$ cat src/rv_pkg.sv
package rv_pkg;

  // Data path width, fixed for RV32I
  localparam int XLEN = 32;

  // Register values, addresses and instruction words
  typedef logic [XLEN-1:0] word_t;
  // Register index
  typedef logic [4:0] reg_idx_t;
  // Function field, selects branch condition and load/store size
  typedef logic [2:0] funct3_t;
  // Byte write strobe, one bit per lane
  typedef logic [3:0] strb_t;

  // ---------------------------------------------------------------------------
  // Opcodes
  // ---------------------------------------------------------------------------
  localparam logic [6:0] OPC_LUI    = 7'b0110111;
  localparam logic [6:0] OPC_AUIPC  = 7'b0010111;
  localparam logic [6:0] OPC_JAL    = 7'b1101111;
  localparam logic [6:0] OPC_JALR   = 7'b1100111;
  localparam logic [6:0] OPC_BRANCH = 7'b1100011;
  localparam logic [6:0] OPC_LOAD   = 7'b0000011;
  localparam logic [6:0] OPC_STORE  = 7'b0100011;
  localparam logic [6:0] OPC_OP_IMM = 7'b0010011;
  localparam logic [6:0] OPC_OP     = 7'b0110011;
  localparam logic [6:0] OPC_SYSTEM = 7'b1110011;

  // Fixed encodings
  localparam word_t I_EBREAK = 32'h0010_0073;
  localparam word_t I_NOP    = 32'h0000_0013;

  // Branch conditions
  localparam funct3_t F3_BEQ  = 3'b000;
  localparam funct3_t F3_BNE  = 3'b001;
  localparam funct3_t F3_BLT  = 3'b100;
  localparam funct3_t F3_BGE  = 3'b101;
  localparam funct3_t F3_BLTU = 3'b110;
  localparam funct3_t F3_BGEU = 3'b111;

  // Load and store sizes, bit 2 marks unsigned loads
  localparam funct3_t F3_LB  = 3'b000;
  localparam funct3_t F3_LH  = 3'b001;
  localparam funct3_t F3_LW  = 3'b010;
  localparam funct3_t F3_LBU = 3'b100;
  localparam funct3_t F3_LHU = 3'b101;
  localparam funct3_t F3_SB  = 3'b000;
  localparam funct3_t F3_SH  = 3'b001;
  localparam funct3_t F3_SW  = 3'b010;

  // Integer operations, OP and OP_IMM
  localparam funct3_t F3_ADD  = 3'b000;
  localparam funct3_t F3_SLL  = 3'b001;
  localparam funct3_t F3_SLT  = 3'b010;
  localparam funct3_t F3_SLTU = 3'b011;
  localparam funct3_t F3_XOR  = 3'b100;
  localparam funct3_t F3_SR   = 3'b101;
  localparam funct3_t F3_OR   = 3'b110;
  localparam funct3_t F3_AND  = 3'b111;

  // ---------------------------------------------------------------------------
  // Control encodings
  // ---------------------------------------------------------------------------
  typedef enum logic [3:0] {
    ALU_ADD, ALU_SUB, ALU_SLL, ALU_SLT, ALU_SLTU,
    ALU_XOR, ALU_SRL, ALU_SRA, ALU_OR, ALU_AND
  } alu_op_e;

  typedef enum logic [1:0] {A_RS1 = 2'd0, A_ZERO = 2'd1, A_PC = 2'd2} alu_a_src_e;
  typedef enum logic {B_RS2 = 1'b0, B_IMM = 1'b1} alu_b_src_e;
  // Write-back source
  typedef enum logic [1:0] {RES_ALU = 2'd0, RES_MEM = 2'd1, RES_PC4 = 2'd2} res_src_e;

endpackage

$ cat src/rv_ctrl_if.sv
`timescale 1ns/1ps

// Decoded control for the instruction in flight
interface rv_ctrl_if
  import rv_pkg::*;
();

  // Write enables
  logic       reg_write;
  logic       mem_read;
  logic       mem_write;
  // Execute setup
  alu_op_e    alu_op;
  alu_a_src_e alu_a_src;
  alu_b_src_e alu_b_src;
  res_src_e   res_src;
  // Control flow
  logic       is_branch;
  logic       is_jump;
  logic       is_jalr;
  // Raw instruction fields
  funct3_t    funct3;
  reg_idx_t   rd;
  reg_idx_t   rs1;
  reg_idx_t   rs2;
  word_t      imm;

  // Decoder side
  modport dec(output reg_write, mem_read, mem_write, alu_op, alu_a_src, alu_b_src,
              res_src, is_branch, is_jump, is_jalr, funct3, rd, rs1, rs2, imm);
  // Consumer side
  modport exe(input reg_write, mem_read, mem_write, alu_op, alu_a_src, alu_b_src,
              res_src, is_branch, is_jump, is_jalr, funct3, rd, rs1, rs2, imm);

endinterface

$ cat src/rv_alu.sv
`timescale 1ns/1ps

module rv_alu
  import rv_pkg::*;
(
  rv_ctrl_if.exe ctrl,
  input  word_t  pc,
  input  word_t  rs1_data,
  input  word_t  rs2_data,
  output word_t  result,
  output logic   take_jump,
  output word_t  jump_target
);

  word_t      a;
  word_t      b;
  logic [4:0] shamt;

  // Branch compare results
  logic br_eq;
  logic br_lt;
  logic br_ltu;
  logic br_cond;

  // ---------------------------------------------------------------------------
  // Operand selection
  // ---------------------------------------------------------------------------
  always_comb begin
    case (ctrl.alu_a_src)
      A_RS1:   a = rs1_data;
      A_ZERO:  a = '0;
      A_PC:    a = pc;
      default: a = rs1_data;
    endcase
  end

  assign b     = (ctrl.alu_b_src == B_IMM) ? ctrl.imm : rs2_data;
  // Shift amount from the low five bits only
  assign shamt = b[4:0];

  // ---------------------------------------------------------------------------
  // ALU
  // ---------------------------------------------------------------------------
  always_comb begin
    case (ctrl.alu_op)
      ALU_ADD:  result = a + b;
      ALU_SUB:  result = a - b;
      ALU_SLL:  result = a << shamt;
      ALU_SLT:  result = {{(XLEN-1){1'b0}}, $signed(a) < $signed(b)};
      ALU_SLTU: result = {{(XLEN-1){1'b0}}, a < b};
      ALU_XOR:  result = a ^ b;
      ALU_SRL:  result = a >> shamt;
      // Arithmetic shift keeps the sign
      ALU_SRA:  result = word_t'($signed(a) >>> shamt);
      ALU_OR:   result = a | b;
      ALU_AND:  result = a & b;
      default:  result = a + b;
    endcase
  end

  // ---------------------------------------------------------------------------
  // Branch condition
  // ---------------------------------------------------------------------------
  // Compares always use the register values
  assign br_eq  = (rs1_data == rs2_data);
  assign br_lt  = ($signed(rs1_data) < $signed(rs2_data));
  assign br_ltu = (rs1_data < rs2_data);

  always_comb begin
    case (ctrl.funct3)
      F3_BEQ:  br_cond = br_eq;
      F3_BNE:  br_cond = !br_eq;
      F3_BLT:  br_cond = br_lt;
      F3_BGE:  br_cond = !br_lt;
      F3_BLTU: br_cond = br_ltu;
      F3_BGEU: br_cond = !br_ltu;
      // Reserved encodings never branch
      default: br_cond = 1'b0;
    endcase
  end

  // Jumps always redirect, branches only on a true condition
  assign take_jump = ctrl.is_jump || (ctrl.is_branch && br_cond);

  // JALR target has bit 0 cleared, the rest are PC-relative
  assign jump_target = ctrl.is_jalr ? {result[XLEN-1:1], 1'b0} : pc + ctrl.imm;

endmodule

$ cat src/rv_core.sv
`timescale 1ns/1ps

module rv_core
  import rv_pkg::*;
#(
  parameter word_t RESET_PC = '0
) (
  input  logic  clk,
  input  logic  rst_n,
  // Instruction memory, read only
  output word_t imem_raddr,
  input  word_t imem_rdata,
  // Data memory read
  output logic  dmem_ren,
  output word_t dmem_raddr,
  input  word_t dmem_rdata,
  // Data memory write
  output logic  dmem_we,
  output word_t dmem_waddr,
  output word_t dmem_wdata,
  output strb_t dmem_wstrb,
  output logic  ebreak
);

  word_t pc;
  word_t pc_plus4;
  word_t rs1_data;
  word_t rs2_data;
  word_t alu_result;
  word_t jump_target;
  word_t load_data;
  word_t rd_data;
  logic  take_jump;
  logic  halt;

  rv_ctrl_if ctrl ();

  // ---------------------------------------------------------------------------
  // Fetch and decode
  // ---------------------------------------------------------------------------
  assign imem_raddr = pc;
  // Ebreak stops the PC
  assign halt       = (imem_rdata == I_EBREAK);

  rv_pc #(.RESET_PC(RESET_PC)) u_pc (.clk(clk), .rst_n(rst_n), .take_jump(take_jump),
    .jump_target(jump_target), .halt(halt), .pc(pc), .pc_plus4(pc_plus4));

  rv_idec u_idec (.instr(imem_rdata), .ctrl(ctrl));

  rv_regfile u_regfile (.clk(clk), .rst_n(rst_n), .rs1(ctrl.rs1), .rs2(ctrl.rs2),
    .rs1_data(rs1_data), .rs2_data(rs2_data), .rd_en(ctrl.reg_write), .rd(ctrl.rd),
    .rd_data(rd_data));

  // ---------------------------------------------------------------------------
  // Execute and memory
  // ---------------------------------------------------------------------------
  rv_alu u_alu (.ctrl(ctrl), .pc(pc), .rs1_data(rs1_data), .rs2_data(rs2_data),
    .result(alu_result), .take_jump(take_jump), .jump_target(jump_target));

  rv_lsu u_lsu (.ctrl(ctrl), .addr(alu_result), .store_data(rs2_data),
    .dmem_rdata(dmem_rdata), .dmem_wdata(dmem_wdata), .dmem_wstrb(dmem_wstrb),
    .load_data(load_data));

  // Same address for both ports
  assign dmem_raddr = alu_result;
  assign dmem_waddr = alu_result;
  // Strobes held low through reset
  assign dmem_ren   = rst_n && ctrl.mem_read;
  assign dmem_we    = rst_n && ctrl.mem_write;
  assign ebreak     = rst_n && halt;

  // Write-back select
  always_comb begin
    case (ctrl.res_src)
      RES_ALU: rd_data = alu_result;
      RES_MEM: rd_data = load_data;
      RES_PC4: rd_data = pc_plus4;
      default: rd_data = alu_result;
    endcase
  end

endmodule

$ cat src/rv_idec.sv
`timescale 1ns/1ps

module rv_idec
  import rv_pkg::*;
(
  input word_t   instr,
  rv_ctrl_if.dec ctrl
);

  logic [6:0] opcode;
  funct3_t    funct3;
  logic       funct7_b5;

  // Immediates of each format, sign-extended from bit 31
  word_t imm_i;
  word_t imm_s;
  word_t imm_b;
  word_t imm_u;
  word_t imm_j;

  // ALU operation from funct3, alt marks funct7 bit 5
  // Only register ops use alt to pick SUB over ADD
  function automatic alu_op_e alu_dec(input funct3_t f3, input logic alt,
                                      input logic reg_op);
    case (f3)
      F3_ADD:  return (alt && reg_op) ? ALU_SUB : ALU_ADD;
      F3_SLL:  return ALU_SLL;
      F3_SLT:  return ALU_SLT;
      F3_SLTU: return ALU_SLTU;
      F3_XOR:  return ALU_XOR;
      F3_SR:   return alt ? ALU_SRA : ALU_SRL;
      F3_OR:   return ALU_OR;
      F3_AND:  return ALU_AND;
      default: return ALU_ADD;
    endcase
  endfunction

  // ---------------------------------------------------------------------------
  // Field extraction
  // ---------------------------------------------------------------------------
  assign opcode    = instr[6:0];
  assign funct3    = instr[14:12];
  assign funct7_b5 = instr[30];

  assign ctrl.rd     = instr[11:7];
  assign ctrl.rs1    = instr[19:15];
  assign ctrl.rs2    = instr[24:20];
  assign ctrl.funct3 = funct3;

  assign imm_i = {{20{instr[31]}}, instr[31:20]};
  assign imm_s = {{20{instr[31]}}, instr[31:25], instr[11:7]};
  assign imm_b = {{20{instr[31]}}, instr[7], instr[30:25], instr[11:8], 1'b0};
  assign imm_u = {instr[31:12], 12'h000};
  assign imm_j = {{12{instr[31]}}, instr[19:12], instr[20], instr[30:21], 1'b0};

  // ---------------------------------------------------------------------------
  // Control decode
  // ---------------------------------------------------------------------------
  always_comb begin
    // Defaults give a nop with no side effects
    ctrl.reg_write = 1'b0;
    ctrl.mem_read  = 1'b0;
    ctrl.mem_write = 1'b0;
    ctrl.alu_op    = ALU_ADD;
    ctrl.alu_a_src = A_RS1;
    ctrl.alu_b_src = B_RS2;
    ctrl.res_src   = RES_ALU;
    ctrl.is_branch = 1'b0;
    ctrl.is_jump   = 1'b0;
    ctrl.is_jalr   = 1'b0;
    ctrl.imm       = '0;

    case (opcode)
      OPC_LUI: begin
        // 0 + imm
        ctrl.reg_write = 1'b1;
        ctrl.alu_a_src = A_ZERO;
        ctrl.alu_b_src = B_IMM;
        ctrl.imm       = imm_u;
      end
      OPC_AUIPC: begin
        ctrl.reg_write = 1'b1;
        ctrl.alu_a_src = A_PC;
        ctrl.alu_b_src = B_IMM;
        ctrl.imm       = imm_u;
      end
      OPC_JAL: begin
        // Link value is pc + 4, target from the PC-relative adder
        ctrl.reg_write = 1'b1;
        ctrl.res_src   = RES_PC4;
        ctrl.is_jump   = 1'b1;
        ctrl.imm       = imm_j;
      end
      OPC_JALR: begin
        // ALU forms rs1 + imm for the target
        ctrl.reg_write = 1'b1;
        ctrl.alu_b_src = B_IMM;
        ctrl.res_src   = RES_PC4;
        ctrl.is_jump   = 1'b1;
        ctrl.is_jalr   = 1'b1;
        ctrl.imm       = imm_i;
      end
      OPC_BRANCH: begin
        ctrl.is_branch = 1'b1;
        ctrl.imm       = imm_b;
      end
      OPC_LOAD: begin
        ctrl.reg_write = 1'b1;
        ctrl.mem_read  = 1'b1;
        ctrl.alu_b_src = B_IMM;
        ctrl.res_src   = RES_MEM;
        ctrl.imm       = imm_i;
      end
      OPC_STORE: begin
        ctrl.mem_write = 1'b1;
        ctrl.alu_b_src = B_IMM;
        ctrl.imm       = imm_s;
      end
      OPC_OP_IMM: begin
        ctrl.reg_write = 1'b1;
        ctrl.alu_b_src = B_IMM;
        ctrl.alu_op    = alu_dec(funct3, funct7_b5, 1'b0);
        ctrl.imm       = imm_i;
      end
      OPC_OP: begin
        ctrl.reg_write = 1'b1;
        ctrl.alu_op    = alu_dec(funct3, funct7_b5, 1'b1);
      end
      OPC_SYSTEM: begin
        // Ebreak is caught in the core, nothing to write here
        ctrl.reg_write = 1'b0;
      end
      default: begin
        // Unknown opcode, keep the nop defaults
        ctrl.reg_write = 1'b0;
      end
    endcase
  end

endmodule

$ cat src/rv_lsu.sv
`timescale 1ns/1ps

module rv_lsu
  import rv_pkg::*;
(
  rv_ctrl_if.exe ctrl,
  input  word_t  addr,
  input  word_t  store_data,
  input  word_t  dmem_rdata,
  output word_t  dmem_wdata,
  output strb_t  dmem_wstrb,
  output word_t  load_data
);

  // Byte lane within the word
  logic [1:0]  lane;
  // Read word moved down to the addressed byte
  word_t       rd_shifted;
  logic [7:0]  ld_byte;
  logic [15:0] ld_half;

  assign lane = addr[1:0];

  // ---------------------------------------------------------------------------
  // Store formatting
  // ---------------------------------------------------------------------------
  always_comb begin
    dmem_wdata = store_data;
    dmem_wstrb = '0;
    case (ctrl.funct3)
      F3_SB: begin
        dmem_wdata = word_t'(store_data[7:0]) << {lane, 3'b000};
        dmem_wstrb = strb_t'(4'b0001 << lane);
      end
      F3_SH: begin
        // Upper or lower half by address bit 1
        dmem_wdata = word_t'(store_data[15:0]) << {lane[1], 4'b0000};
        dmem_wstrb = lane[1] ? 4'b1100 : 4'b0011;
      end
      F3_SW: begin
        dmem_wstrb = 4'b1111;
      end
      default: begin
        dmem_wstrb = '0;
      end
    endcase
    // No strobes unless this is a store
    if (!ctrl.mem_write) begin
      dmem_wstrb = '0;
    end
  end

  // ---------------------------------------------------------------------------
  // Load formatting
  // ---------------------------------------------------------------------------
  assign rd_shifted = dmem_rdata >> {lane, 3'b000};
  assign ld_byte    = rd_shifted[7:0];
  assign ld_half    = lane[1] ? dmem_rdata[31:16] : dmem_rdata[15:0];

  always_comb begin
    case (ctrl.funct3)
      F3_LB:   load_data = {{24{ld_byte[7]}}, ld_byte};
      F3_LH:   load_data = {{16{ld_half[15]}}, ld_half};
      F3_LW:   load_data = dmem_rdata;
      F3_LBU:  load_data = {24'h000000, ld_byte};
      F3_LHU:  load_data = {16'h0000, ld_half};
      // Reserved sizes pass the word through
      default: load_data = dmem_rdata;
    endcase
  end

endmodule

$ cat src/rv_pc.sv
`timescale 1ns/1ps

module rv_pc
  import rv_pkg::*;
#(
  parameter word_t RESET_PC = '0
) (
  input  logic  clk,
  input  logic  rst_n,
  input  logic  take_jump,
  input  word_t jump_target,
  input  logic  halt,
  output word_t pc,
  output word_t pc_plus4
);

  // Sequential successor, also the link value
  assign pc_plus4 = pc + word_t'(4);

  // Next PC
  // Halt freezes the PC so the core stays on ebreak
  always_ff @(posedge clk or negedge rst_n) begin
    if (!rst_n) begin
      pc <= RESET_PC;
    end else if (halt) begin
      pc <= pc;
    end else if (take_jump) begin
      pc <= jump_target;
    end else begin
      pc <= pc_plus4;
    end
  end

endmodule

$ cat src/rv_regfile.sv
`timescale 1ns/1ps

module rv_regfile
  import rv_pkg::*;
(
  input  logic     clk,
  input  logic     rst_n,
  input  reg_idx_t rs1,
  input  reg_idx_t rs2,
  output word_t    rs1_data,
  output word_t    rs2_data,
  input  logic     rd_en,
  input  reg_idx_t rd,
  input  word_t    rd_data
);

  // x1..x31, x0 has no storage
  word_t regs[1:31];

  // Write on the edge that ends the instruction
  always_ff @(posedge clk or negedge rst_n) begin
    if (!rst_n) begin
      for (int i = 1; i < 32; i++) begin
        regs[i] <= '0;
      end
    end else if (rd_en && (rd != '0)) begin
      regs[rd] <= rd_data;
    end
  end

  // Asynchronous reads, x0 reads as zero
  assign rs1_data = (rs1 == '0) ? '0 : regs[rs1];
  assign rs2_data = (rs2 == '0) ? '0 : regs[rs2];

endmodule

$ cat config.mk
export PLATFORM = sky130hd
export DESIGN_NAME = rv_core
export DESIGN_NICKNAME = d
export VERILOG_FILES = /design/src/rv_pkg.sv /design/src/rv_ctrl_if.sv /design/src/rv_alu.sv /design/src/rv_core.sv /design/src/rv_idec.sv /design/src/rv_lsu.sv /design/src/rv_pc.sv /design/src/rv_regfile.sv
export SDC_FILE = /design/constraint.sdc
export NUM_CORES = 2
export LEC_CHECK = 0
export BUFFER_PORTS_ARGS = -buffer_cell sky130_fd_sc_hd__buf_2
export CAP_MARGIN = 25
export CORE_ASPECT_RATIO = 1.25
export CORE_MARGIN = 3
export CORE_UTILIZATION = 35
export DETAILED_ROUTE_END_ITERATION = 10
export MAX_ROUTING_LAYER = met4
export PLACE_DENSITY = 0.48
export SYNTH_ARGS = -nofsm -noshare
export SYNTH_HDL_FRONTEND = slang
export SYNTH_SLANG_ARGS = --single-unit
$ cat constraint.sdc
create_clock -name clk -period 9.3 [get_ports clk]
set_input_delay 0.93 -clock clk [delete_from_list [all_inputs] [get_ports clk]]
set_output_delay 0.93 -clock clk [all_outputs]
set_load 0.02 [all_outputs]
---- Word-level counts from Yosys, hierarchy flattened ----
Index checks and enable logic that the tools add are counted.
storage, ports and cells
  bits in registers ....................... 1024
  output and inout port bits .............. 135
  word-level logic and storage cells ...... 146
operators by class
  bitwise logic cells ..................... 6
  add/sub/neg operators ................... 4
  shifts and indexed selects .............. 7
  reductions and logical operators ........ 19
  mux-type cells .......................... 39
  magnitude comparators ................... 8
  eq/ne operators ......................... 31
operators with widths
  kind                                                                count
  992-bit bitwise mux                                                 1
  32-bit binary-select mux with 5-bit select                          2
  32-bit 2-to-1 mux                                                   10
  32-bit one-hot mux with 9 select lines                              1
  32-bit one-hot mux with 2 select lines                              3
  32-bit demux with 5-bit select                                      1
  32-bit one-hot mux with 5 select lines                              1
  32-bit < comparator                                                 4
  32-bit one-hot mux with 4 select lines                              1
  32-bit adder                                                        2
  4-bit one-hot mux with 8 select lines                               2
  32-bit by 3-bit adder with 32-bit output (second input constant)    1
  32-bit bitwise AND                                                  1
  32-bit by 21-bit == test with 1-bit output (second input constant)  1
  32-bit == test                                                      1
  32-bit OR                                                           1
  16-bit by 5-bit left shift with 32-bit output                       1
  32-bit by 5-bit left shift with 32-bit output                       1
  8-bit by 5-bit left shift with 32-bit output                        1
  32-bit by 5-bit >> shifter with 32-bit output                       1
  32-bit by 5-bit >> shifter with 8-bit output                        1
  32-bit by 5-bit >>> shifter with 32-bit output                      1
  32-bit subtractor                                                   1
  32-bit bitwise XOR                                                  1
  34 further kinds                                                    73

---- Depth between registers and ports, before layout ----
  depth after elaboration ................. 12
  gate-level depth with buffers ........... 33
  depth with buffers taken out ............ 25

---- Hierarchy ----
From an unflattened synthesis, not the netlist that was laid out.
unflattened totals
  cell total of the unflattened synthesis .. 6306
  area, all modules ....................... 72505.8 um^2
by module, submodules not included
  module      cells each  instances  sequential area each (um^2)  area an instance (um^2)
  rv_regfile  3612        1          24823.8                      53491.3
  rv_alu      1903        1          0.0                          13402.9
  rv_pc       304         1          800.8                        2537.4
  rv_lsu      210         1          0.0                          1242.4
  rv_core     160         1          0.0                          975.9
  rv_idec     117         1          0.0                          855.8

---- Worst setup path before layout ----
OpenSTA, ideal clock, no wires.
  path kind ............................... input -> output
  start point ............................. input port imem_rdata[20]
  end point ............................... output port dmem_waddr[30]
  stages .................................. 27
  arrival ................................. 7797 ps
  buffers on the path ..................... 9
  slack ................................... 573 ps
  cell sequence ........................... buf_4 buf_6 buf_4 clkbuf_1 clkbuf_1 buf_1 clkbuf_1 mux2_2 a221oi_1 nand2_1 o21ai_1 nor2_1 a21o_1 ha_1 clkbuf_1 nor2b_1 a2111oi_0 o21ai_0 o2111ai_1 a211oi_1 o31a_1 o21bai_1 a21oi_1 o21a_1 o21a_1 o31ai_1 buf_4
between the ends
  cells in the longest elaborated chain, start to end .. 8
ends and longest elaborated chain
  item                                                  line                        source
  start, declared                                       rv_core.sv:12               input word_t imem_rdata,
  5-bit NOT with 6-bit output (implied by the code)     rv_regfile.sv:33            assign rs2_data = (rs2 == '0) ? '0 : regs[rs2];
  32-bit binary-select mux with 5-bit select            rv_regfile.sv:33
  32-bit 2-to-1 mux (implied by the code) (2 in a row)  rv_regfile.sv:33
  32-bit 2-to-1 mux                                     rv_regfile.sv:33
  32-bit 2-to-1 mux *                                   rv_alu.sv:37                assign b = (ctrl.alu_b_src == B_IMM) ? ctrl.imm : rs2_data;
  32-bit adder (tied with other cells)                  rv_alu.sv:46, rv_alu.sv:57
  32-bit one-hot mux with 9 select lines *              rv_alu.sv:45                case (ctrl.alu_op)
  end, declared                                         rv_core.sv:19               output word_t dmem_waddr,
Mark *: on every way between the ends. The rest lies on a longest branch, timed or not. The select of a mux whose other input is x is not followed.

---- Final worst setup path ----
  start point ............................. input port imem_rdata[15]
  end point ............................... output port dmem_raddr[30]
between the ends
  cells in the longest elaborated chain, start to end .. 8
ends and longest elaborated chain
  item                                                  line                        source
  5-bit NOT with 6-bit output (implied by the code)     rv_regfile.sv:32            assign rs1_data = (rs1 == '0) ? '0 : regs[rs1];
  32-bit binary-select mux with 5-bit select            rv_regfile.sv:32
  32-bit 2-to-1 mux (implied by the code) (2 in a row)  rv_regfile.sv:32
  32-bit 2-to-1 mux                                     rv_regfile.sv:32
  32-bit one-hot mux with 2 select lines                rv_alu.sv:29                case (ctrl.alu_a_src)
  32-bit adder (tied with other cells)                  rv_alu.sv:46, rv_alu.sv:57
  32-bit one-hot mux with 9 select lines *              rv_alu.sv:45
  end, declared                                         rv_core.sv:15               output word_t dmem_raddr,
Marked as above.

==> flow_summary.ini <==
[setup_path]
cpPeakStageDelay_ns = 0.97
path_buf_inv = 4
critical_path_arrival_ns = 8.07
slowest_stage = nor3b_2
end_kind = primary output
crit_chain = buf_8, buf_4, nor3b_2, a221oi_1, and3_1, o31ai_2, ha_1, nor2b_1, a2111oi_0, o21ai_0, o2111ai_1, buf_4, a211oi_1, o31a_1, o21bai_1, a21oi_1, o21a_1, o21a_1, o31ai_1, buf_2
worstPathMaxFanout = 49
critPathRequiredTime_ns = 8.37
worstSetupStartpointType = input port
critPathKind = in2out
path_delay_family = compound AO/OA/AOI/OAI gates

[grt]
grt_use_total_pct = 33.23
gr-total-overflow = 0
grt_max_degree = 155
grt_pass1_wl_um = 464800
grt_pass1_vias = 58386
antenna_found_initial = 16

[outcome]
status = finished, final reports clean

[sta]
timing.fmax_mhz = 111.1
finalHoldViolCount = 0
tns_ns = 0
post-route-period-util_pct = 96.80
post-route-min-period_ns = 9.002
rsz0062_at_grt = false
setup_viol = 0
tightest_slew_ns = 1.311
slew_viol_final = 0
slew_headroom_pct = 11.95
clock_skew_ns = 0.07242

[detailed_routing]
drt-pass1-iter-count = 9
drtAntennaViolNets = 0
drt-total-wl_um = 332900
drtIter0Drc = 6233
wl_per_cell_um = 34.49
via_count = 59658
route.detailed.drc = 0
viasPerCell = 6.182

[final_layout]
fin_area_sq_mm = 0.07784
final_nets = 7216
drive_gt1_share_pct = 23.65
syn_to_final_growth_pct = 13.02

[clock_network]
clk_pin_slew_worst_paths_ns = 0.06
cts.path.max_buffers = 3
ctsRootBufferMaster = clkbuf_16
htreeDepth = 3
cts_tree = done
insertion_delay_ns = 0.80
cts_made_buffers = 111
cts.sinks = 1024

[placed_design]
globalplace.congestion = 1.039
hpwl_um = 239300
io_buffers = 200
place_area_sq_mm = 0.07366

[power]
vdd_drop_max_v = 0.0001420
p_leak_nw = 33.94
power.density_mw_per_mm2 = 172.4

[floorplanning]
die_x_um = 402.8
die_h_um = 502.0
initial_core_util_pct = 35.28
num_rows = 181
die_area_sq_mm = 0.2022
core_area_sq_mm = 0.1952
top_level_ports = 201

[synthesis]
synth_area_leader_cell = dfrtp_1
synth_fp_nets = 7164
yosysUniqueCellTypes = 129
avgSynthCellArea_sq_um = 9.939
ys.flop_type = dfrtp_1
netlist_area_sq_mm = 0.06887
ys_async_sr_fraction_pct = 100.0
seq_area_frac_synth_pct = 37.20
yosys.cell_count.top_type = nand2_1
synth_common_cells = nand2_1, dfrtp_1, o21ai_0
synth_edf_count = 0
yosysTopAreaCellShare_pct = 37.20
ys_warn_count = 0
ys_top_cells_by_area = dfrtp_1, mux4_2, nand2_1
synth_cells = 6930
synth-seq-cells = 1024

[run]
maxCapViolations = 0

[worst_hold_path]
hold_class = reg2reg
[stage by stage]
stage	utilization (%)	hold slack, ns	worst slack (ns)	instances	power [mW]
floorplan	-	0.4581	0.5729	6930	6.955
global placement	37.68	0.4721	0.2822	9415	8.420
detailed placement	37.73	0.4845	0.4894	9425	8.437
CTS	39.81	0.4996	0.4327	9634	13.44
global route	39.87	0.5191	0.006805	9647	13.86
finish	39.88	0.4987	0.2979	9651	13.42
[power breakdown]
part | leakage [nW] | internal, mW | total, mW | switching, mW
logic | 17.8 | 1.19 | 3.40 | 2.21
registers | 14.1 | 4.71 | 5.03 | 0.326
clock network | 2.01 | 2.92 | 4.99 | 2.06
[worst register-to-register path, stage by stage (launching register included)]
cell       delay (ns)
dfrtp_1          0.40
mux2i_1          0.56
o221ai_1         0.39
a211o_1          0.35
a41oi_2          0.36
ha_1             0.24
inv_1            0.06
fa_1             0.47
nand2b_1         0.10
a21oi_1          0.13
a2111oi_0        0.68
o21ai_0          0.36
o2111ai_1        0.32
buf_4            0.23
a211oi_1         0.10
o31a_1           0.34
o21ai_0          0.33
buf_4            0.22
a21oi_1          0.12
buf_4            0.19
a21oi_4          0.14
buf_4            0.22
and3_1           0.17
o21ai_1          0.20
a311oi_4         0.52
buf_12           0.25
o21ai_0          0.15
[cell usage in the layout (no fill, tap or decap), drive strengths merged, types with 23 or more instances in the layout]
master,netlist,final
nand2,1254,1254
o21ai,1074,1074
dfrtp,1024,1024
buf,290,592
mux4,435,435
mux2i,296,296
nor2,280,280
a21oi,229,229
mux2,206,206
ha,165,165
inv,156,161
clkbuf,364,151
a22oi,90,90
nand3,71,71
nor3,71,71
a211oi,62,62
o221ai,51,51
a21o,49,49
a22o,46,46
xnor2,45,45
o22ai,42,42
and2,41,41
a221oi,38,38
and3,35,35
clkinv,1,33
a31oi,32,32
nor2b,30,30
o31ai,25,25
or3,24,24
nand2b,23,23
a221o,23,23
o211ai,23,23
[sequential cells by signal, summed over array words and instances (netlist names)]
register and count:
u_pc.pc 32, u_regfile.regs 992
[what timing repair did]
item / 4_1_cts / 5_1_grt
gates resized for setup: 0 / 1
hold buffers: 1 / 0
hold endpoints to repair: 6 / 0
endpoints found under the setup margin: 0 / 2
setup buffers: 0 / 0
[final timing paths]
check                               startpoint                   to  slack, ns  depth (start not counted)
min in group asynchronous                rst_n  u_regfile.regs[720]       0.63                          2
max                             imem_rdata[15]       dmem_raddr[30]       0.30                         20
max reg2reg                u_regfile.regs[384]  u_regfile.regs[193]       1.58                         26
min reg2reg                 u_regfile.regs[61]   u_regfile.regs[61]       0.50                          2
min                         u_regfile.regs[61]   u_regfile.regs[61]       0.50                          2
max in group asynchronous                rst_n  u_regfile.regs[107]       6.00                          5
[metal layers]
layer	track usage, %	share of wire, %	vias up
li1	-	-	25603
met1	40.18	40	30480
met2	53.20	47	2751
met3	5.217	6.5	824
met4	18.63	6.7	0
met5	-	0	-
[area by class of cell]
cell class                      instances  area (sq um)
Multi-Input combinational cell       5093         39470
Fill cell                           19270        117400
Timing Repair Buffer                  595          4865
Clock inverter                         59         852.1
Sequential cell                      1024         25620
Antenna cell                           12         30.03
Inverter                              157         599.3
Clock buffer                          149          3202
Tap cell                             2562          3206
[cells by family after synthesis]
group / count (synthesis) / share of synthesized area [%]
xor gates and xnor gates: 62 / 0.7884
muxes: 937 / 22.11
and+or+nand+nor: 1913 / 11.82
AOI/OAI and AO/OA: 2013 / 18.89
DFF: 1024 / 37.20
buffers and inverters: 813 / 6.109
adders and majority gates: 168 / 3.085
(Power assumes the default switching activity.)
